## config.mk

```make
export PLATFORM = sky130hd
export DESIGN_NAME = sram_axi_ctrl
export DESIGN_NICKNAME = d
export VERILOG_FILES = /design/src/source/mem_bus_pkg.sv /design/src/source/sram_axi_ctrl.sv
export SDC_FILE = /design/constraint.sdc
export NUM_CORES = 1
export LEC_CHECK = 0
export BUFFER_PORTS_ARGS = -buffer_cell sky130_fd_sc_hd__buf_2
export CAP_MARGIN = 10
export CORE_MARGIN = 8
export CORE_UTILIZATION = 40
export CTS_BUF_LIST = sky130_fd_sc_hd__clkbuf_8
export CTS_CLUSTER_DIAMETER = 120
export CTS_CLUSTER_SIZE = 16
export DETAILED_ROUTE_END_ITERATION = 6
export PLACE_DENSITY = 0.74
export SETUP_SLACK_MARGIN = 0.15
export SLEW_MARGIN = 5
export SYNTH_ARGS = -nofsm -noshare
export SYNTH_HDL_FRONTEND = slang
export SYNTH_SLANG_ARGS = --single-unit
```

## constraint.sdc

```tcl
create_clock -name clk -period 3.25 [get_ports clk]
set_clock_uncertainty 0.15 [all_clocks]
set_input_delay 0.325 -clock clk [delete_from_list [all_inputs] [get_ports clk]]
set_output_delay 0.325 -clock clk [all_outputs]
set_load 0.02 [all_outputs]
```

## src/source/mem_bus_pkg.sv

```systemverilog
// ---------------------------------------------------------------------------
// Shared AXI4 channel payloads and state encodings for the
// processor memory port
// ---------------------------------------------------------------------------

package mem_bus_pkg;

    // size code of a 4-byte beat
    localparam logic [2:0] word_size = 3'd2;

    typedef enum logic [1:0] {
        resp_okay   = 2'b00,
        resp_slverr = 2'b10
    } axi_resp_e;

    typedef enum logic [1:0] {
        grant_none      = 2'd0,
        grant_ifu_read  = 2'd1,
        grant_mem_read  = 2'd2,
        grant_mem_write = 2'd3
    } arb_grant_e;

    typedef enum logic [1:0] {
        ctrl_idle  = 2'd0,
        ctrl_read  = 2'd1,
        ctrl_write = 2'd2,
        ctrl_resp  = 2'd3
    } ctrl_state_e;

    // len is beats minus one
    typedef struct packed {
        logic [31:0] addr;
        logic [7:0]  len;
        logic [2:0]  size;
    } axi_ar_t;

    typedef struct packed {
        logic [31:0] addr;
        logic [7:0]  len;
        logic [2:0]  size;
    } axi_aw_t;

    typedef struct packed {
        logic [31:0] data;
        logic [3:0]  strb;
        logic        last;
    } axi_w_t;

    typedef struct packed {
        logic [31:0] data;
        axi_resp_e   resp;
        logic        last;
    } axi_r_t;

endpackage
```

## src/source/sram_axi_ctrl.sv

```systemverilog
// ---------------------------------------------------------------------------
// AXI4 slave for the on-chip SRAM with incrementing bursts,
// address range check and per-beat responses
// ---------------------------------------------------------------------------
`timescale 1ns/1ps

module sram_axi_ctrl #(
    parameter int  MEM_WORDS = 1024,
    localparam int ADDR_W    = $clog2(MEM_WORDS)
) (
    input  logic                   clk,
    input  logic                   reset,
    input  mem_bus_pkg::axi_ar_t   s_ar,
    input  logic                   s_arvalid,
    output logic                   s_arready,
    input  mem_bus_pkg::axi_aw_t   s_aw,
    input  logic                   s_awvalid,
    output logic                   s_awready,
    input  mem_bus_pkg::axi_w_t    s_w,
    input  logic                   s_wvalid,
    output logic                   s_wready,
    output mem_bus_pkg::axi_r_t    s_r,
    output logic                   s_rvalid,
    input  logic                   s_rready,
    output mem_bus_pkg::axi_resp_e s_b,
    output logic                   s_bvalid,
    input  logic                   s_bready,
    output logic [ADDR_W-1:0]      mem_addr,
    output logic                   mem_rd_en,
    output logic                   mem_wr_en,
    output logic [3:0]             mem_be,
    output logic [31:0]            mem_wdata,
    input  logic [31:0]            mem_rdata
);
    import mem_bus_pkg::*;

    ctrl_state_e state_q;
    logic [29:0] word_q;
    logic [29:0] word_next;
    logic [29:0] issue_word;
    logic [7:0]  beat_q;
    logic [7:0]  len_q;
    logic        size_err_q;
    logic        werr_q;
    logic        rvalid_q;
    logic        cur_err;
    logic        rd_issue;
    logic        r_hs;
    logic        w_hs;
    logic        last_beat;

    function automatic logic in_range(input logic [29:0] word);
        return word < 30'(MEM_WORDS);
    endfunction

    assign word_next = word_q + 30'd1;
    assign last_beat = (beat_q == len_q);
    assign cur_err   = !in_range(word_q) || size_err_q;
    assign r_hs      = s_rvalid && s_rready;
    assign w_hs      = s_wvalid && s_wready;

    // first read goes out the cycle after AR, later ones on each accepted beat
    assign rd_issue   = (state_q == ctrl_read) && (!rvalid_q || (s_rready && !last_beat));
    assign issue_word = rvalid_q ? word_next : word_q;

    always_ff @(posedge clk) begin
        if (reset) begin
            state_q  <= ctrl_idle;
            rvalid_q <= 1'b0;
            werr_q   <= 1'b0;
        end else begin
            case (state_q)
                ctrl_idle: begin
                    if (s_arvalid) begin
                        state_q <= ctrl_read;
                    end else if (s_awvalid) begin
                        state_q <= ctrl_write;
                        werr_q  <= 1'b0;
                    end
                end
                ctrl_read: begin
                    if (rd_issue) begin
                        rvalid_q <= 1'b1;
                    end else if (r_hs) begin
                        rvalid_q <= 1'b0;
                        state_q  <= ctrl_idle;
                    end
                end
                ctrl_write: begin
                    if (w_hs) begin
                        werr_q <= werr_q || cur_err;
                        if (s_w.last) begin
                            state_q <= ctrl_resp;
                        end
                    end
                end
                default: begin
                    if (s_bready) begin
                        state_q <= ctrl_idle;
                    end
                end
            endcase
        end
    end

    // burst address and beat count
    always_ff @(posedge clk) begin
        if (state_q == ctrl_idle) begin
            word_q     <= s_arvalid ? s_ar.addr[31:2] : s_aw.addr[31:2];
            len_q      <= s_arvalid ? s_ar.len : s_aw.len;
            size_err_q <= s_arvalid ? (s_ar.size != word_size) : (s_aw.size != word_size);
            beat_q     <= 8'd0;
        end else if ((r_hs && !last_beat) || w_hs) begin
            word_q <= word_next;
            beat_q <= beat_q + 8'd1;
        end
    end

    assign s_arready = (state_q == ctrl_idle);
    assign s_awready = (state_q == ctrl_idle) && !s_arvalid;
    assign s_wready  = (state_q == ctrl_write);

    assign s_rvalid  = rvalid_q;
    assign s_r.data  = cur_err ? 32'b0 : mem_rdata;
    assign s_r.resp  = cur_err ? resp_slverr : resp_okay;
    assign s_r.last  = last_beat;

    assign s_bvalid  = (state_q == ctrl_resp);
    assign s_b       = werr_q ? resp_slverr : resp_okay;

    // out of range beats never touch the array
    assign mem_addr  = (state_q == ctrl_write) ? word_q[ADDR_W-1:0] : issue_word[ADDR_W-1:0];
    assign mem_rd_en = rd_issue && in_range(issue_word);
    assign mem_wr_en = w_hs && !cur_err;
    assign mem_be    = s_w.strb;
    assign mem_wdata = s_w.data;

    // no beat follows the accepted last one
    a_rlast_final: assert property (@(posedge clk) disable iff (reset)
        r_hs && s_r.last |=> !s_rvalid);

    // the beat count never runs past the burst length
    a_beat_bound: assert property (@(posedge clk) disable iff (reset)
        s_rvalid |-> beat_q <= len_q);

    a_rvalid_hold: assert property (@(posedge clk) disable iff (reset)
        s_rvalid && !s_rready |=> s_rvalid && $stable(s_r));

endmodule

```

## Yosys cells after proc, flatten, opt, wreduce, memory -nomap -nowiden

Cells that the tools add are included.

- Register bits after elaboration: 51
- Input port bits: 162
- Output and inout bits: 90
- Word-level logic and storage cells: 73

- $add $sub $neg: 2
- Order comparisons: 2
- Eq/ne operators: 13
- Mux-type cells: 24
- Reduce and logical (&&, ||, !) cells: 25

Operators with widths:

| cell | number |
|---|---|
| $mux 30 | 4 |
| $lt 30x11->1 const B | 2 |
| $mux 32 | 1 |
| $add 30x1->30 const B | 1 |
| $mux 2 | 9 |
| $mux 10 | 1 |
| $ne 3x2->1 const B | 3 |
| $add 8x1->8 const B | 1 |
| $eq 8x8->1 | 1 |
| $logic_and 1x1->1 | 8 |
| $mux 8 | 1 |
| $ne 2x2->1 const B | 4 |
| $mux 1 | 6 |
| $pmux 2 s3 | 1 |
| $reduce_and 6->1 | 1 |
| $reduce_bool 2->1 | 3 |
| $logic_not 1->1 | 5 |
| $eq 2x2->1 const B | 2 |
| $logic_or 1x1->1 | 4 |
| $ne 2x1->1 const B | 2 |
| $reduce_and 4->1 | 1 |
| $reduce_bool 4->1 | 1 |
| $eq 2x1->1 const B | 1 |
| $logic_not 2->1 | 1 |
| 2 further kinds | 2 |

## Depth between registers and ports, before layout

- Word-level depth: 7
- Gate-level depth with buffers: 9
- Depth with buffers taken out: 8

## Worst setup path before layout

OpenSTA, ideal clock, no wires.

- Path type: flip-flop to output port
- Start: reg word_q[0]
- End: out mem_rd_en
- Data arrival time: 2863 ps
- Setup slack: -88 ps
- Stages on the path, launching flop included: 10
- Cell sequence: edfxtp_1 > ha_1 > nand3_4 > or4_1 > buf_2 > or4_1 > a21oi_1 > o211a_1 > nand4_2 > a2111oi_2

- Longest elaborated chain between the ends: 4

RTL lines:

| what | RTL line | source |
|---|---|---|
| from (decl) | sram_axi_ctrl.sv:38 | `logic [29:0] word_q;` |
| from (signal assigned) | sram_axi_ctrl.sv:109 | `word_q <= s_arvalid ? s_ar.addr[31:2] : s_aw.addr[31:2];` |
| from (signal assigned) | sram_axi_ctrl.sv:114 | `word_q <= word_next;` |
| $add 30x1->30 | sram_axi_ctrl.sv:56 | `assign word_next = word_q + 30'd1;` |
| $mux 30 * | sram_axi_ctrl.sv:64 | `assign issue_word = rvalid_q ? word_next : word_q;` |
| $lt 30x11->1 * | sram_axi_ctrl.sv:53 | `return word < 30'(MEM_WORDS);` |
| $logic_and 1x1->1 * | sram_axi_ctrl.sv:133 | `assign mem_rd_en = rd_issue && in_range(issue_word);` |
| to (decl) | sram_axi_ctrl.sv:29 | `output logic mem_rd_en,` |

Every way passes the cells marked *; elsewhere a longest branch is shown, timed or not.

## Final worst setup path

- Start: reg word_q[9]
- End: out mem_rd_en

The elaborated chain is that of the path after synthesis.

==> impl_metrics.toml <==
[hold_path]
min_to = "state_q[1]$_SDFFE_PP0P_"
hold_depth = 2
hold_path.class = "input pin to flop"
hold_path.startpoint = "reset"

[layout]
fin_util = 0.517
instances_no_fill = 759
layout-drive-gt1-share = 0.400
nets = 786
diodes = 0
areaGrowthSynthToFinish_pct = 27.6

[detailed_routing]
dr.pass1.iters = 4
wl_per_cell_um = 16.6
vias_per_cell = 5.09
drt_wl_total_um = 12600
drt_drc_violations_left = 0
route.vias.total = 3860
drt_iter0_drc = 240
ant_nets = 0

[place]
post-place-cells = 746
preCtsSetupSlack_ns = -0.0576
gp_congestion = 0.866
buffer_ports.inserted = 173
hpwl_um = 10200

[timing]
fin_crit_sh = 1.05
timing.fmax_ghz = 0.293
period_minus_slack_ns = 3.42
timing.hold.ws_ns = 0.0708
worst_slew_pin_slew_ns = 1.02
setup_viol_count_final = 1
fin_ws_ns = -0.165
rsz0062_at_grt = "yes"
slew_violations = 0
hold_viol_final = 0
max_slew_margin = 0.318

[logic_synthesis]
synth_top_area_share = 0.285
synth_cells = 466
ys_ff_latch = 51
synthTopCellsByCount = "buf_4, nand2_1, edfxtp_1"
synth.avg_cell_area_sq_um = 8.81
yosysMostFrequentCell = "buf_4"
synth_top_flop_cell = "edfxtp_1"
synth_edf_count = 39
syn_area_sq_mm = 0.00411
synth-seq-area-share = 0.344
synth_area_leaders = "edfxtp_1, buf_4, xnor2_1"
synth-async-reset-ratio = 0
ys_types = 50
yosysWarnings = 0
synth_area_leader_cell = "edfxtp_1"

[floorplanning]
die_y_um = 117
rows = 37
die_x_um = 117
die-area_sq_mm = 0.0138
io_pins = 252
core_sq_mm = 0.0101
floorplan.initialDensity = 0.405

[setup_path]
cp-end-kind = "output port"
critPathRequiredTime_ns = 2.77
reg2reg_from = "state_q[1]$_SDFFE_PP0P_"
reg2reg_slack_ns = 0.85
crit_arrival_ns = 2.94
cp-start-kind = "flop"
reg2reg_depth = 4
crit_type = "flop to output port"
cp_max_fo = 4
rr_endpoint = "word_q[9]$_DFFE_PP_"

[grt]
grt_pass1_wl_um = 20400
grt_pass1_vias = 4050
grt_usage = 0.175
antenna_found_initial = 0
grt-ovfl-total = 0
grt_max_degree = 52

[cts]
cts_tree = "built"
cts.path.max_buffers = 2
clock_sinks = 51
cts_made_buffers = 5
path_clk_slew_ns = 0.10
holdBufCountCts = 0
h-tree-depth = 2
insertion_delay_ns = 0.31
root_buffer = "clkbuf_8"

[power_and_ir_drop]
p_leak_nw = 2.30
power_frac_clock = 0.201
comb_power_share = 0.369
p_int_w = 0.00144
power_w = 0.00221
swShare = 0.346
p_switching_w = 0.000763
power_frac_seq = 0.430
power.density_mw_per_mm2 = 421
ir_drop_v = 0.000265

[status]
violations = "setup timing"
status = "complete, but fails checks"

[job]
cap_violations = 0
## critical path, cell delays in order, from the launching register on
cell and delay, ns:
edfxtp_1 0.42, nand4_4 0.15, or4_4 0.57, or4_4 0.49
a21oi_2 0.12, o211a_1 0.16, nand4_2 0.15, a2111oi_4 0.37
buf_4 0.21
## cell type report
| class | count | area, sq um |
|---|---|---|
| timing repair buffer | 215 | 1190 |
| clock inverter | 3 | 40.0 |
| tap | 136 | 170 |
| sequential | 51 | 1410 |
| inverter | 8 | 30.0 |
| fill | 964 | 4900 |
| clock buffer | 5 | 68.8 |
| multi-input combinational | 341 | 2330 |
## metrics by stage
stage	TNS [ns]	cell area (sq um)
finish	-0.165	5240
global placement	-0.0281	5060
global route	-0.286	5240
detailed placement	-0.0576	5060
CTS	-0.181	5220
floorplan	0	4160
## power groups by stage
stage / registers, W / logic (W) / clock network [W]
floorplan: 0.000962 / 0.000529 / 0
global placement: 0.000953 / 0.000789 / 0
detailed placement: 0.000959 / 0.000800 / 0
CTS: 0.000948 / 0.000818 / 0.000455
global route: 0.000963 / 0.000897 / 0.000475
finish: 0.000948 / 0.000814 / 0.000444
## layout by cell type, fill, tap and decap left out, types with 3 or more instances in the layout
cell,Yosys,final
buf_2,3,172
buf_4,41,42
nand2_1,40,40
edfxtp_1,39,39
and2_1,36,36
nor2_1,34,34
xnor2_1,33,33
mux2i_1,23,23
a21oi_1,22,21
o21ai_0,20,20
xor2_1,19,19
nor2b_1,14,14
nand4_1,12,12
a211oi_1,12,12
dfxtp_1,12,12
nand3_1,11,11
inv_1,8,9
mux2_2,9,9
nor3_1,9,7
clkbuf_8,0,5
nand2b_1,4,4
nor4_1,4,4
or2_2,3,3
or4_4,0,3
nor3b_1,3,3
## how the worst max path moves through the flow
stage | cells after the start | to | slack, ns | from
after floorplan | 9 | mem_rd_en | 0.07 | word_q[0]$_DFFE_PP_
after global placement | 9 | mem_rd_en | -0.03 | word_q[1]$_DFFE_PP_
after detailed placement | 9 | mem_rd_en | -0.06 | word_q[1]$_DFFE_PP_
after CTS | 9 | mem_rd_en | -0.18 | word_q[0]$_DFFE_PP_
after global routing | 9 | mem_rd_en | -0.29 | word_q[9]$_DFFE_PP_
final | 8 | mem_rd_en | -0.17 | word_q[9]$_DFFE_PP_
## metal layers
layer,vias to the layer above,wire [um],global-route usage
li1,1889,-,-
met1,1825,5380,0.212
met2,129,6410,0.309
met3,17,645,0.0365
met4,0,129,0.0430
met5,-,0,0
## logic make-up after synthesis
kind of cell | synth area share
simple gates | 0.256
buf+inv | 0.108
compound gates | 0.0938
xor+xnor | 0.111
flops | 0.344
mux | 0.0807
fa+ha+maj | 0.00609
other cells | 0.000913
## repair_timing
item	in CTS	in global routing
pin swaps	6	0
setup endpoints to repair	1	1
buffers inserted	5	0
cloned	0	0
gates resized for setup	4	4
## sequential cells by signal, summed over array words and instances (netlist names)
name,count
word_q,30
beat_q,8
len_q,8
state_q,2
s_rvalid,1
size_err_q,1
werr_q,1
Note: power is estimated with default switching activity, not from simulation.
