`src/source/mem_bus_pkg.sv`:
```
// ---------------------------------------------------------------------------
// Shared AXI4 channel payloads and state encodings for the
// processor memory port
// ---------------------------------------------------------------------------

package mem_bus_pkg;

    // size code of a 4-byte beat
    localparam logic [2:0] word_size = 3'd2;

    typedef enum logic [1:0] {
        resp_okay   = 2'b00,
        resp_slverr = 2'b10
    } axi_resp_e;

    typedef enum logic [1:0] {
        grant_none      = 2'd0,
        grant_ifu_read  = 2'd1,
        grant_mem_read  = 2'd2,
        grant_mem_write = 2'd3
    } arb_grant_e;

    typedef enum logic [1:0] {
        ctrl_idle  = 2'd0,
        ctrl_read  = 2'd1,
        ctrl_write = 2'd2,
        ctrl_resp  = 2'd3
    } ctrl_state_e;

    // len is beats minus one
    typedef struct packed {
        logic [31:0] addr;
        logic [7:0]  len;
        logic [2:0]  size;
    } axi_ar_t;

    typedef struct packed {
        logic [31:0] addr;
        logic [7:0]  len;
        logic [2:0]  size;
    } axi_aw_t;

    typedef struct packed {
        logic [31:0] data;
        logic [3:0]  strb;
        logic        last;
    } axi_w_t;

    typedef struct packed {
        logic [31:0] data;
        axi_resp_e   resp;
        logic        last;
    } axi_r_t;

endpackage
```
`src/source/bus_arbiter.sv`:
```
// ---------------------------------------------------------------------------
// Fixed-priority AXI4 arbiter between the fetch and load/store masters,
// with read-data hold registers and store lane alignment
// ---------------------------------------------------------------------------
`timescale 1ns/1ps

module bus_arbiter (
    input  logic                   clk,
    input  logic                   reset,
    // IFU read port
    input  mem_bus_pkg::axi_ar_t   ifu_ar,
    input  logic                   ifu_arvalid,
    output logic                   ifu_arready,
    output mem_bus_pkg::axi_r_t    ifu_r,
    output logic                   ifu_rvalid,
    input  logic                   ifu_rready,
    // MEMU port
    input  mem_bus_pkg::axi_ar_t   mem_ar,
    input  logic                   mem_arvalid,
    output logic                   mem_arready,
    output mem_bus_pkg::axi_r_t    mem_r,
    output logic                   mem_rvalid,
    input  logic                   mem_rready,
    input  mem_bus_pkg::axi_aw_t   mem_aw,
    input  logic                   mem_awvalid,
    output logic                   mem_awready,
    input  mem_bus_pkg::axi_w_t    mem_w,
    input  logic                   mem_wvalid,
    output logic                   mem_wready,
    output mem_bus_pkg::axi_resp_e mem_b,
    output logic                   mem_bvalid,
    input  logic                   mem_bready,
    // downstream bus
    output mem_bus_pkg::axi_ar_t   s_ar,
    output logic                   s_arvalid,
    input  logic                   s_arready,
    output mem_bus_pkg::axi_aw_t   s_aw,
    output logic                   s_awvalid,
    input  logic                   s_awready,
    output mem_bus_pkg::axi_w_t    s_w,
    output logic                   s_wvalid,
    input  logic                   s_wready,
    input  mem_bus_pkg::axi_r_t    s_r,
    input  logic                   s_rvalid,
    output logic                   s_rready,
    input  mem_bus_pkg::axi_resp_e s_b,
    input  logic                   s_bvalid,
    output logic                   s_bready
);
    import mem_bus_pkg::*;

    arb_grant_e  grant_q;
    axi_r_t      ifu_r_q;
    axi_r_t      mem_r_q;
    logic [31:0] wdata_aligned;
    logic        rd_done;
    logic        wr_done;
    logic        wr_grant;

    assign rd_done  = s_rvalid && s_rready && s_r.last;
    assign wr_done  = s_bvalid && s_bready;
    assign wr_grant = (grant_q == grant_mem_write);

    // write first, then fetch, then load
    always_ff @(posedge clk) begin
        if (reset) begin
            grant_q <= grant_none;
        end else begin
            case (grant_q)
                grant_none: begin
                    if (mem_awvalid) begin
                        grant_q <= grant_mem_write;
                    end else if (ifu_arvalid) begin
                        grant_q <= grant_ifu_read;
                    end else if (mem_arvalid) begin
                        grant_q <= grant_mem_read;
                    end
                end
                grant_mem_write: begin
                    if (wr_done) begin
                        grant_q <= grant_none;
                    end
                end
                default: begin
                    if (rd_done) begin
                        grant_q <= grant_none;
                    end
                end
            endcase
        end
    end

    // read address and read data steering
    always_comb begin
        s_ar        = '0;
        s_arvalid   = 1'b0;
        s_rready    = 1'b0;
        ifu_arready = 1'b0;
        mem_arready = 1'b0;
        case (grant_q)
            grant_ifu_read: begin
                s_ar        = ifu_ar;
                s_arvalid   = ifu_arvalid;
                s_rready    = ifu_rready;
                ifu_arready = s_arready;
            end
            grant_mem_read: begin
                s_ar        = mem_ar;
                s_arvalid   = mem_arvalid;
                s_rready    = mem_rready;
                mem_arready = s_arready;
            end
            default: begin
            end
        endcase
    end

    assign ifu_rvalid = (grant_q == grant_ifu_read) && s_rvalid;
    assign mem_rvalid = (grant_q == grant_mem_read) && s_rvalid;

    // last beat seen by each master
    always_ff @(posedge clk) begin
        if (ifu_rvalid) begin
            ifu_r_q <= s_r;
        end
        if (mem_rvalid) begin
            mem_r_q <= s_r;
        end
    end

    assign ifu_r = ifu_rvalid ? s_r : ifu_r_q;
    assign mem_r = mem_rvalid ? s_r : mem_r_q;

    // store data arrives in the low lanes
    always_comb begin
        case (mem_w.strb)
            4'b0001: wdata_aligned = {24'b0, mem_w.data[7:0]};
            4'b0010: wdata_aligned = {16'b0, mem_w.data[7:0], 8'b0};
            4'b0100: wdata_aligned = {8'b0, mem_w.data[7:0], 16'b0};
            4'b1000: wdata_aligned = {mem_w.data[7:0], 24'b0};
            4'b0011: wdata_aligned = {16'b0, mem_w.data[15:0]};
            4'b0110: wdata_aligned = {8'b0, mem_w.data[15:0], 8'b0};
            4'b1100: wdata_aligned = {mem_w.data[15:0], 16'b0};
            4'b1111: wdata_aligned = mem_w.data;
            default: wdata_aligned = 32'b0;
        endcase
    end

    // write channels belong to the MEMU only
    always_comb begin
        s_aw      = '0;
        s_w       = '0;
        if (wr_grant) begin
            s_aw      = mem_aw;
            s_w.data  = wdata_aligned;
            s_w.strb  = mem_w.strb;
            s_w.last  = mem_w.last;
        end
    end

    assign s_awvalid   = wr_grant && mem_awvalid;
    assign s_wvalid    = wr_grant && mem_wvalid;
    assign s_bready    = wr_grant && mem_bready;
    assign mem_awready = wr_grant && s_awready;
    assign mem_wready  = wr_grant && s_wready;
    assign mem_bvalid  = wr_grant && s_bvalid;
    assign mem_b       = wr_grant ? s_b : resp_okay;

    // controller responses only arrive while their master holds the grant
    a_rvalid_granted: assert property (@(posedge clk) disable iff (reset)
        s_rvalid |-> (grant_q == grant_ifu_read || grant_q == grant_mem_read));

    a_bvalid_granted: assert property (@(posedge clk) disable iff (reset)
        s_bvalid |-> wr_grant);

endmodule

```
`config.mk`:
```
export PLATFORM = sky130hd
export DESIGN_NAME = bus_arbiter
export DESIGN_NICKNAME = d
export VERILOG_FILES = /design/src/source/mem_bus_pkg.sv /design/src/source/bus_arbiter.sv
export SDC_FILE = /design/constraint.sdc
export NUM_CORES = 1
export LEC_CHECK = 0
export ABC_AREA = 0
export BUFFER_PORTS_ARGS = -buffer_cell sky130_fd_sc_hd__buf_2
export CAP_MARGIN = 20
export CORE_AREA = 2 2 166 168
export DETAILED_ROUTE_END_ITERATION = 7
export DIE_AREA = 0 0 168 170
export SYNTH_ARGS = -nofsm -noshare
export SYNTH_HDL_FRONTEND = slang
export SYNTH_SLANG_ARGS = --single-unit
```
`constraint.sdc`:
```
create_clock -name clk -period 2.4 [get_ports clk]
set_input_delay 0.36 -clock clk [delete_from_list [all_inputs] [get_ports clk]]
set_output_delay 0.36 -clock clk [all_outputs]
set_load 0.02 [all_outputs]
```
Yosys cells after proc, flatten, opt, wreduce, memory -nomap -nowiden
Index checks and enable logic that the tools add are counted.

word-level totals
  register bits = 72
  bits in latches = 0
  RAM bits = 0
  bits in read-only memories = 0
  input port bits = 217
  output and inout port bits = 207
  word-level logic and storage cells = 51
  memories kept = 0

operators by class
  $add $sub $neg = 0
  $mul = 0
  div/mod/pow operators = 0
  $lt $le $gt $ge = 0
  equal/unequal tests = 13
  shifts and indexed selects = 0
  multiplexer cells = 17
  bitwise gates (word level) = 0
  reduce and logical (&&, ||, !) cells = 14

operators with widths
  operator            number
  $pmux 32 s8         1
  $pmux 43 s2         1
  $mux 35             2
  $mux 43             1
  $mux 37             1
  $eq 4x4->1 const B  3
  $mux 2              6
  $logic_and 1x1->1   11
  $eq 4x2->1 const B  2
  $eq 4x3->1 const B  2
  $eq 2x2->1 const B  2
  $eq 4x1->1 const B  1
  $ne 4x4->1 const B  1
  $pmux 1 s2          2
  $pmux 2 s2          1
  $reduce_and 3->1    1
  $reduce_bool 3->1   1
  $eq 2x1->1 const B  1
  $logic_not 2->1     1
  $mux 1              2
  $ne 2x2->1 const B  1

Longest topological paths before layout
Gate-level depths: netlist of run 1.

  depth in word-level cells = 6
  gate-level depth with buffers = 7
  gate-level depth less buffers = 6

Worst setup path after synthesis of run 1
No wires, ideal clock.

  kind = register to output
  start = register grant_q[1]
  end = output s_w[13] in the netlist's numbering
  arrival time = 1.655 ns
  data required time = 2.040 ns
  setup slack = 0.385 ns
  stages on the path, launching flop included = 7
  path buffers = 2
  cells stage by stage = dfxtp_1 ha_1 and2_2 buf_2 and3_1 clkbuf_1 a22o_1

RTL lines
  item                    line               source
  from (decl)             bus_arbiter.sv:52  arb_grant_e grant_q;
  from (signal assigned)  bus_arbiter.sv:67  grant_q <= grant_none;
  from (signal assigned)  bus_arbiter.sv:72  grant_q <= grant_mem_write;
  from (signal assigned)  bus_arbiter.sv:74  grant_q <= grant_ifu_read;
  to (decl)               bus_arbiter.sv:40  output mem_bus_pkg::axi_w_t s_w,

==> flow_metrics.env, run 1 <==
export IMPL_reg2reg_to="grant_q[0]"
export IMPL_run_status="finished, final reports clean"
export IMPL_cp_slowest_stage_delay_ps=380
export IMPL_dr_pass1_iters=5
export IMPL_antenna_found_initial=4
export IMPL_post_route_min_period_ps=2276
export IMPL_pwr_share_seq_pct=28.0
export IMPL_clkPwrFrac_pct=17.5
export IMPL_power_density_nw_per_um2=996.3
export IMPL_required_ps=2040
export IMPL_worstPathCellList="inv_1 -> ha_1 -> nand2_4 -> clkbuf_16 -> mux2_2 -> buf_2"
export IMPL_pwr_share_comb_pct=54.6
export IMPL_worst_slew_pin_slew_ps=756.4
export IMPL_grt_util_met1_pct=12.64
export IMPL_diodes=0
export IMPL_period_share_pct=94.85
export IMPL_intPower_mw=4.100
export IMPL_core_area_um2=26650
export IMPL_syn_nets=668
export IMPL_hold_depth=2
export IMPL_setup_viol=0
export IMPL_fin_skew_ps=7.705
export IMPL_end_kind="output pin"
export IMPL_placed_area_um2=6688
export IMPL_finalInstanceArea_um2=7052
export IMPL_wire_per_inst_um=14.62
export IMPL_p_total_mw=7.026
export IMPL_fin_cells=1208
export IMPL_place_inst=1190
export IMPL_ant_nets=0
export IMPL_startpoint_type="flop"
export IMPL_gp_congestion=0.9015
export IMPL_relSlewSlack_pct=49.40
export IMPL_ys_seq_area_share_pct=34.60
export IMPL_num_fill_cells=2912
export IMPL_synth_cell_area_um2=4165
export IMPL_nNetsFinal=1083
export IMPL_cts_tree="yes"
export IMPL_ios=424
export IMPL_met3_usage_pct=2.907
export IMPL_ir_drop_uv=767.6
export IMPL_crit_fanout=18
export IMPL_slew_viol_final=0
export IMPL_clk_pin_slew_ps=60
export IMPL_rows=60
export IMPL_avgSynthCellArea_um2=9.318
export IMPL_hold_end="grant_q[1]"
export IMPL_grt_busiest_layer="met2"
export IMPL_wl_um=17670
export IMPL_drt_iter0_markers=185
export IMPL_ys_ff_latch=72
export IMPL_grt_max_degree=52
export IMPL_grt_overflow=0
export IMPL_swShare_pct=41.64
export IMPL_power_leakage_nw=3.670
export IMPL_p_switching_mw=2.926
export IMPL_hold_viol_final=0
export IMPL_insertion_delay_ps=340
export IMPL_start_util_pct=15.63
export IMPL_hp_start="reset"
export IMPL_vias=4999
export IMPL_grt_pass1_vias=4715
export IMPL_cp_arrival_ps=1920
export IMPL_synth_distinct_cells=32
export IMPL_grt_pass1_wl_um=25050
export IMPL_cp_slowest_cell="dfxtp_2"
export IMPL_rsz0062_at_grt="yes"
export IMPL_reg2reg_from="grant_q[1]"
export IMPL_hold_path_class="in -> reg"
export IMPL_drive_gt1_share_pct=62.98
export IMPL_max_cap_violations=0
export IMPL_port_buffers=423
export IMPL_critPathKind="reg -> out"
export IMPL_reg2reg_depth=7
export IMPL_routed_via_density=4.138
export IMPL_cts_hold_buf=0
export IMPL_yosysWarnings=0
export IMPL_dieHeight_um=170
export IMPL_cts_buffer_depth=2
export IMPL_grtUsageTotal_pct=11.22
export IMPL_remaining_drc_errors=0
export IMPL_grt_use_met2_pct=19.82
export IMPL_cts_made_buffers=9
export IMPL_max_freq_mhz=439.3
export IMPL_synthCells=447
export IMPL_regToRegSetupSlack_ps=590
export IMPL_critPathTopFamily="buffers and inverters"
export IMPL_dp_hpwl_um=13820
export IMPL_post_cts_buffers=0
export IMPL_cts_root_buf="clkbuf_16"
export IMPL_die_w_um=168
export IMPL_die_area_um2=28560
export IMPL_syn_to_final_growth_pct=69.30
export IMPL_critPathBufInv=3
export IMPL_cts_sinks=72
export IMPL_htreeDepth=3
[per-stage QoR]
step,util (%),hold slack (ps),setup slack (ps),setup TNS [ps]
final,26.46,192.0,123.5,0
after global placement,25.09,451.0,226.5,0
after global routing,26.46,183.1,-14.60,-14.60
after detailed placement,25.09,454.8,229.4,0
after floorplan,-,429.1,384.5,0
after CTS,26.34,176.2,19.43,0
[state kept, by name, indices dropped and copies added, names as in the netlist]
name / count
ifu_r_q: 35
mem_r_q: 35
grant_q: 2
[cells in the mapped netlist (all sizes together)]
library cell	instances	area (um2)
a22o	8	70.07
o21ai	3	15.01
a21boi	1	7.510
mux2	78	878.3
o211ai	1	7.510
and2b	1	8.760
xnor2	1	8.760
buf	9	57.55
dfxtp	72	1441
o41ai	1	27.53
nand2b	8	50.05
inv	6	22.52
nand4b	1	8.760
nor2b	55	344.1
nand2	12	45.04
ha	4	50.05
a21oi	17	85.08
nor2	13	53.80
a22oi	53	397.9
clkbuf	27	101.4
nand3	3	15.01
nor3b	2	20.02
o2bb2ai	1	8.760
a31oi	1	6.260
and3	9	56.30
nor3	1	5.000
and2	59	372.9
[layout by cell type (no fill, tap or decap), drive strengths merged]
cell	count
inv	7
nand4b	1
nor3	1
a22oi	53
nor2	13
a21boi	1
a31oi	1
a22o	8
ha	4
buf	439
o2bb2ai	1
o21ai	3
nor3b	2
xnor2	1
dfxtp	72
a21oi	17
and3	9
clkbuf	11
clkinvlp	1
and2	59
o41ai	1
nor2b	55
nand3	3
nand2b	8
and2b	1
mux2	78
nand2	12
o211ai	1
clkinv	4
[power groups by stage]
stage,clock [mW],combinational [mW],sequential (mW)
finish,1.23,3.83,1.96
global placement,0,3.78,1.96
floorplan,0,2.55,1.94
detailed placement,0,3.80,1.99
CTS,1.29,3.85,1.97
global route,1.34,4.11,2.03
[final cells by class]
type / count / area [um2] / area share (%)
clock buffers: 10 / 229.0 / 3.247
clock inverters: 6 / 43.79 / 0.6210
inverters: 6 / 22.52 / 0.3194
multi-input cells: 333 / 2571 / 36.46
flip-flops and latches: 72 / 1444 / 20.48
well taps: 341 / 426.7 / 6.050
repair buffers: 440 / 2315 / 32.82
[routing by layer]
| metal | part of all wire [%] | routed length (um) | vias up |
|---|---|---|---|
| li1 | - | - | 2394 |
| met1 | 40 | 7012 | 2286 |
| met2 | 49 | 8680 | 275 |
| met3 | 8.2 | 1448 | 38 |
| met4 | 2.8 | 493 | 6 |
| met5 | 0.18 | 32 | - |
[worst register-to-register path, cell delays in order (launching register included)]
cell      delay (ps)
dfxtp_2          350
inv_1             90
ha_1             250
buf_6            350
a22oi_1          160
nand4b_1         270
nand3_1          130
a31oi_1           80
[cell families (layout without fill, tap and decap cells)]
family          count (synthesis)  in the layout  synth area share, %
compound gates                 86             86                15.02
xor+xnor                        1              1               0.2103
fa+ha+maj                       4              4                1.202
buf+inv                        42            462                4.356
flops                          72             72                34.60
mux                            78             78                21.09
simple gates                  164            164                23.52
[how the worst max path moves through the flow]
stage,from,end,slack [ps],depth (start not counted)
final,grant_q[1],ifu_r[10],120,6
after floorplan,grant_q[1],s_w[13],380,6
after CTS,grant_q[0],mem_r[19],20,6
after detailed placement,grant_q[0],s_rready,230,6
after global placement,grant_q[0],s_rready,230,6
after global routing,grant_q[1],s_w[20],-10,6
[what timing repair did]
| item | CTS | global route |
|---|---|---|
| resized for setup | 7 | 5 |
| pin swaps | 0 | 0 |
| setup endpoints to repair | 71 | 28 |
| gates cloned | 1 | 1 |
| hold endpoints to repair | 0 | 0 |
(Power assumes the default switching activity.)
==> inputs of run 2 (changes only) <==
--- a/config.mk
+++ b/config.mk
@@ -11,6 +11,8 @@
 export CORE_AREA = 2 2 166 168
 export DETAILED_ROUTE_END_ITERATION = 7
 export DIE_AREA = 0 0 168 170
+export MAX_ROUTING_LAYER = met4
+export REMOVE_ABC_BUFFERS = 1
 export SYNTH_ARGS = -nofsm -noshare
 export SYNTH_HDL_FRONTEND = slang
 export SYNTH_SLANG_ARGS = --single-unit
==> run 2 against run 1 <==
Net effect:
- via count decreased by 0.80%
- cell count grew 0.17%
- critical path depth did not move
- sequential share of layout area down 0.080 points
- register-to-register slack hardly changed
- clock skew barely moved
- non-clock buffer count unchanged
- critical path type unchanged
- largest power group unchanged
==> flow_metrics.env, run 2 (same netlist as run 1, synthesis figures left out) <==
export IMPL_regToRegSetupSlack_ps=600
export IMPL_cts_buffer_depth=2
export IMPL_grt_max_degree=57
export IMPL_hold_depth=2
export IMPL_reg2reg_depth=7
export IMPL_cts_hold_buf=0
export IMPL_cp_slowest_stage_delay_ps=380
export IMPL_mostFrequentLayoutCell="buf_2"
export IMPL_ir_drop_uv=802.3
export IMPL_cts_root_buf="clkbuf_16"
export IMPL_hold_path_class="in -> reg"
export IMPL_routed_via_density=4.098
export IMPL_clk_pin_slew_ps=60
export IMPL_nNetsFinal=1083
export IMPL_dr_pass1_iters=4
export IMPL_cts_made_buffers=9
export IMPL_worstPathCellList="inv_1 -> ha_1 -> nand2_1 -> buf_12 -> mux2_2 -> buf_2"
export IMPL_power_density_nw_per_um2=1008
export IMPL_insertion_delay_ps=330
export IMPL_clkPwrFrac_pct=19.0
export IMPL_swShare_pct=40.85
export IMPL_post_route_min_period_ps=2267
export IMPL_reg2reg_from="grant_q[1]"
export IMPL_drt_iter0_markers=184
export IMPL_dp_slack_ps=340.3
export IMPL_wl_um=17940
export IMPL_ant_nets=0
export IMPL_cts_sinks=72
export IMPL_htreeDepth=3
export IMPL_intPower_mw=4.228
export IMPL_grtUsageTotal_pct=11.41
export IMPL_grt_pass1_wl_um=24910
export IMPL_cp_slowest_cell="dfxtp_4"
export IMPL_remaining_drc_errors=0
export IMPL_reg2reg_to="grant_q[0]"
export IMPL_dp_hpwl_um=14490
export IMPL_max_freq_mhz=441.2
export IMPL_critPathKind="reg -> out"
export IMPL_grt_overflow=0
export IMPL_fin_cells=1210
export IMPL_max_cap_violations=0
export IMPL_hold_viol_final=0
export IMPL_period_share_pct=94.44
export IMPL_start_util_pct=15.63
export IMPL_p_switching_mw=2.919
export IMPL_rows=60
export IMPL_fin_skew_ps=8.119
export IMPL_cts_tree="yes"
export IMPL_die_area_um2=28560
export IMPL_relSlewSlack_pct=75.33
export IMPL_slew_viol_final=0
export IMPL_core_area_um2=26650
export IMPL_power_leakage_nw=3.674
export IMPL_wire_per_inst_um=14.83
export IMPL_required_ps=2040
export IMPL_run_status="finished, final reports clean"
export IMPL_pwr_share_seq_pct=27.5
export IMPL_grt_pass1_vias=4662
export IMPL_vias=4959
export IMPL_crit_fanout=36
export IMPL_die_w_um=168
export IMPL_worst_slew_pin_slew_ps=368.8
export IMPL_hold_end="grant_q[1]"
export IMPL_syn_to_final_growth_pct=70.26
export IMPL_reg_top3="ifu_r_q: 35 flops, mem_r_q: 35 flops, grant_q: 2 flops"
export IMPL_startpoint_type="flop"
export IMPL_drive_gt1_share_pct=62.86
export IMPL_end_kind="output pin"
export IMPL_ios=424
export IMPL_layout_setup_ws_ps=133.3
export IMPL_cp_arrival_ps=1910
export IMPL_final_cell_mix="buf_2 (423), mux2_2 (78), dfxtp_1 (70)"
export IMPL_pwr_share_comb_pct=53.5
export IMPL_num_fill_cells=2860
export IMPL_setup_viol=0
export IMPL_gp_congestion=0.8679
export IMPL_critPathTopFamily="buffers and inverters"
export IMPL_rsz0062_at_grt="yes"
export IMPL_dieHeight_um=170
export IMPL_antenna_found_initial=2
export IMPL_port_buffers=423
export IMPL_critPathBufInv=3
export IMPL_place_inst=1191
export IMPL_hp_start="reset"
-- run 2: changes by cell type in the layout (fill, tap and decap cells not counted), sizes merged --
cell,before,now
clkbuf,11,12
clkinvlp,1,2
diode,0,2
bufinv,0,1
buf,439,438
clkinv,4,2
-- run 2: how the worst max path moves through the flow --
stage	startpoint	end	cells past startpoint
2_1_floorplan	grant_q[1]	ifu_r[0]	4
6_report	grant_q[0]	mem_r[30]	6
5_1_grt	grant_q[1]	s_arvalid	6
3_3_place_gp	grant_q[1]	s_w[15]	5
4_1_cts	grant_q[1]	s_arvalid	6
3_5_place_dp	grant_q[1]	s_w[15]	5
-- run 2: layer usage --
| layer | up-vias | track usage, % | routed length, um |
|---|---|---|---|
| met1 | 2267 | 13.21 | 7208 |
| met3 | 27 | 1.953 | 1244 |
| li1 | 2396 | - | - |
| met2 | 269 | 19.40 | 8917 |
| met5 | - | - | 0 |
| met4 | 0 | 5.142 | 571 |
-- run 2: worst register-to-register path: stages, from the launching register on --
cell      delay (ps)
dfxtp_2          390
inv_1             80
ha_1             240
clkbuf_8         270
a22oi_1          270
nand4b_1         200
nand3_1           90
a31oi_1          170
-- run 2: layout make-up --
cell class	instances	area [um2]	share of cell area, %
clock inverter	6	67.56	0.9527
tap	341	426.7	6.016
timing repair buffer	440	2322	32.75
inverter	6	22.52	0.3176
sequential	72	1446	20.40
clock buffer	10	239.0	3.370
multi-input combinational	333	2562	36.13
antenna	2	5.005	0.07057
-- run 2: metrics by stage --
stage / power, mW / TNS [ps] / hold slack [ps] / utilization [%] / area [um2]
3_5_place_dp: 5.789 / 0 / 454.8 / 25.23 / 6723
3_3_place_gp: 5.750 / 0 / 450.1 / 25.23 / 6723
2_1_floorplan: 4.442 / -97100 / 429.1 / - / 4006
6_report: 7.147 / 0 / 215.7 / 26.61 / 7092
5_1_grt: 7.564 / -10.05 / 209.7 / 26.61 / 7092
4_1_cts: 7.197 / 0 / 202.2 / 26.42 / 7042
-- run 2: power groups by stage --
stage	Sequential, mW	Combinational, mW	Clock, mW
5_1_grt	2.02	4.09	1.45
4_1_cts	1.97	3.82	1.40
6_report	1.96	3.82	1.36
3_3_place_gp	1.96	3.79	0
2_1_floorplan	1.94	2.50	0
3_5_place_dp	1.99	3.80	0
-- run 2: repair_timing --
item,4_1_cts,5_1_grt
setup endpoints to repair,1,37
setup buffers,0,0
cloned,0,1
resized for setup,3,6
==> inputs of run 3 (changes only) <==
--- a/config.mk
+++ b/config.mk
@@ -12,6 +12,7 @@
 export DETAILED_ROUTE_END_ITERATION = 7
 export DIE_AREA = 0 0 168 170
 export MAX_ROUTING_LAYER = met4
+export PLACE_DENSITY = 0.54
 export REMOVE_ABC_BUFFERS = 1
 export SYNTH_ARGS = -nofsm -noshare
 export SYNTH_HDL_FRONTEND = slang
==> run 3 against run 2 <==
Net effect:
- wire length up 3.0%
- combinational power up 2%
- setup slack worse by 21 ps
- critical endpoint is now ifu_r[20]
- sequential share of layout area down 0.33 points
- clock power up 21%
- total power up 5.1%
==> flow_metrics.env, run 3 (same netlist as run 1, synthesis figures left out) <==
export IMPL_power_density_nw_per_um2=1044
export IMPL_reg2reg_depth=6
export IMPL_grtUsageTotal_pct=11.81
export IMPL_dr_pass1_iters=5
export IMPL_rows=60
export IMPL_dp_slack_ps=331.6
export IMPL_core_area_um2=26650
export IMPL_run_status="finished, final reports clean"
export IMPL_hold_viol_final=0
export IMPL_wl_um=18480
export IMPL_routed_via_density=4.071
export IMPL_ios=424
export IMPL_worst_hold_slack_ps=199.2
export IMPL_post_route_min_period_ps=2287
export IMPL_worst_slew_pin_slew_ps=357.7
export IMPL_die_area_um2=28560
export IMPL_grt_pass1_wl_um=25440
export IMPL_p_total_mw=7.514
export IMPL_cts_tree="yes"
export IMPL_fin_setup_tns_ps=0
export IMPL_startpoint="grant_q[1]"
export IMPL_crit_path_end="ifu_r[20]"
export IMPL_insertion_delay_ps=340
export IMPL_power_leakage_nw=3.717
export IMPL_end_kind="output pin"
export IMPL_drt_iter0_markers=191
export IMPL_hp_start="reset"
export IMPL_wire_per_inst_um=15.26
export IMPL_grt_pass1_vias=4572
export IMPL_cts_root_buf="clkbuf_16"
export IMPL_slew_viol_final=0
export IMPL_port_buffers=423
export IMPL_start_util_pct=15.63
export IMPL_final_cell_mix="buf_2 (423), mux2_2 (78), dfxtp_1 (70)"
export IMPL_crit_fanout=26
export IMPL_vias=4930
export IMPL_fin_skew_ps=11.82
export IMPL_regToRegSetupSlack_ps=690
export IMPL_cts_made_buffers=9
export IMPL_hold_path_class="in -> reg"
export IMPL_antenna_found_initial=1
export IMPL_layout_setup_ws_ps=112.7
export IMPL_ant_nets=0
export IMPL_mostFrequentLayoutCell="buf_2"
export IMPL_rsz0062_at_grt="no"
export IMPL_remaining_drc_errors=0
export IMPL_max_cap_violations=0
export IMPL_ir_drop_uv=752.0
export IMPL_period_share_pct=95.31
export IMPL_grt_max_degree=47
export IMPL_startpoint_type="flop"
export IMPL_reg_top3="ifu_r_q: 35 flops, mem_r_q: 35 flops, grant_q: 2 flops"
export IMPL_required_ps=2040
export IMPL_setup_viol=0
export IMPL_die_w_um=168
export IMPL_drive_gt1_share_pct=63.18
export IMPL_max_freq_mhz=437.2
export IMPL_final_core_util_pct=27.00
export IMPL_cts_sinks=72
export IMPL_reg2reg_from="grant_q[1]"
export IMPL_clk_pin_slew_ps=60
export IMPL_reg2reg_to="grant_q[0]"
export IMPL_dieHeight_um=170
export IMPL_cts_buffer_depth=2
export IMPL_syn_to_final_growth_pct=72.78
export IMPL_cp_arrival_ps=1930
export IMPL_relSlewSlack_pct=76.10
export IMPL_nNetsFinal=1085
export IMPL_critPathKind="reg -> out"
export IMPL_gp_congestion=0.8385
export IMPL_htreeDepth=3
export IMPL_dp_hpwl_um=14670
export IMPL_grt_overflow=0
[run 3: per-layer routing]
layer | up-vias | global-route usage [%] | wire length, um
met2 | 261 | 20.73 | 9374
met3 | 21 | 2.488 | 1330
met1 | 2251 | 13.17 | 7377
li1 | 2397 | - | -
met5 | - | - | 0
met4 | 0 | 4.575 | 401
[run 3: worst max-delay path, stage by stage, from the launching register on]
cell	delay, ps
dfxtp_2	390
inv_1	80
ha_1	250
nand2_2	110
buf_12	190
mux2_2	380
buf_2	170
[run 3: area by class of cell]
cell class	instances	area, um2
antenna	1	2.502
clock buffer	9	225.2
clock inverter	7	143.9
fill	2894	19450
inverter	6	22.52
multi-input combinational	333	2567
sequential	72	1444
tap	341	426.7
timing repair buffer	442	2365
[run 3: where the power goes]
part | internal [mW] | leakage (nW) | total, mW | switching (mW)
registers | 1.83 | 0.607 | 1.97 | 0.138
clock network | 1.12 | 0.172 | 1.65 | 0.526
logic | 1.60 | 2.94 | 3.90 | 2.29
[run 3: worst min path at each step]
stage | slack (ps) | depth (start not counted) | to
after floorplan | 430 | 1 | grant_q[1]
final | 200 | 2 | grant_q[0]
after global placement | 450 | 1 | mem_r_q[25]
after global routing | 190 | 2 | grant_q[1]
after CTS | 180 | 2 | grant_q[0]
after detailed placement | 460 | 1 | mem_r_q[9]
[run 3: timing repair]
| item | in CTS | in global routing |
|---|---|---|
| endpoints found under the setup margin | 1 | 84 |
| resized for setup | 0 | 5 |
| hold buffers | 0 | 0 |
| buffers inserted | 0 | 0 |
| gates cloned | 1 | 1 |
[run 3: stage by stage]
stage,cells,cell area (um2)
6_report,1211,7197
5_1_grt,1211,7197
4_1_cts,1209,7149
3_5_place_dp,1192,6748
3_3_place_gp,1192,6748
2_1_floorplan,411,4006
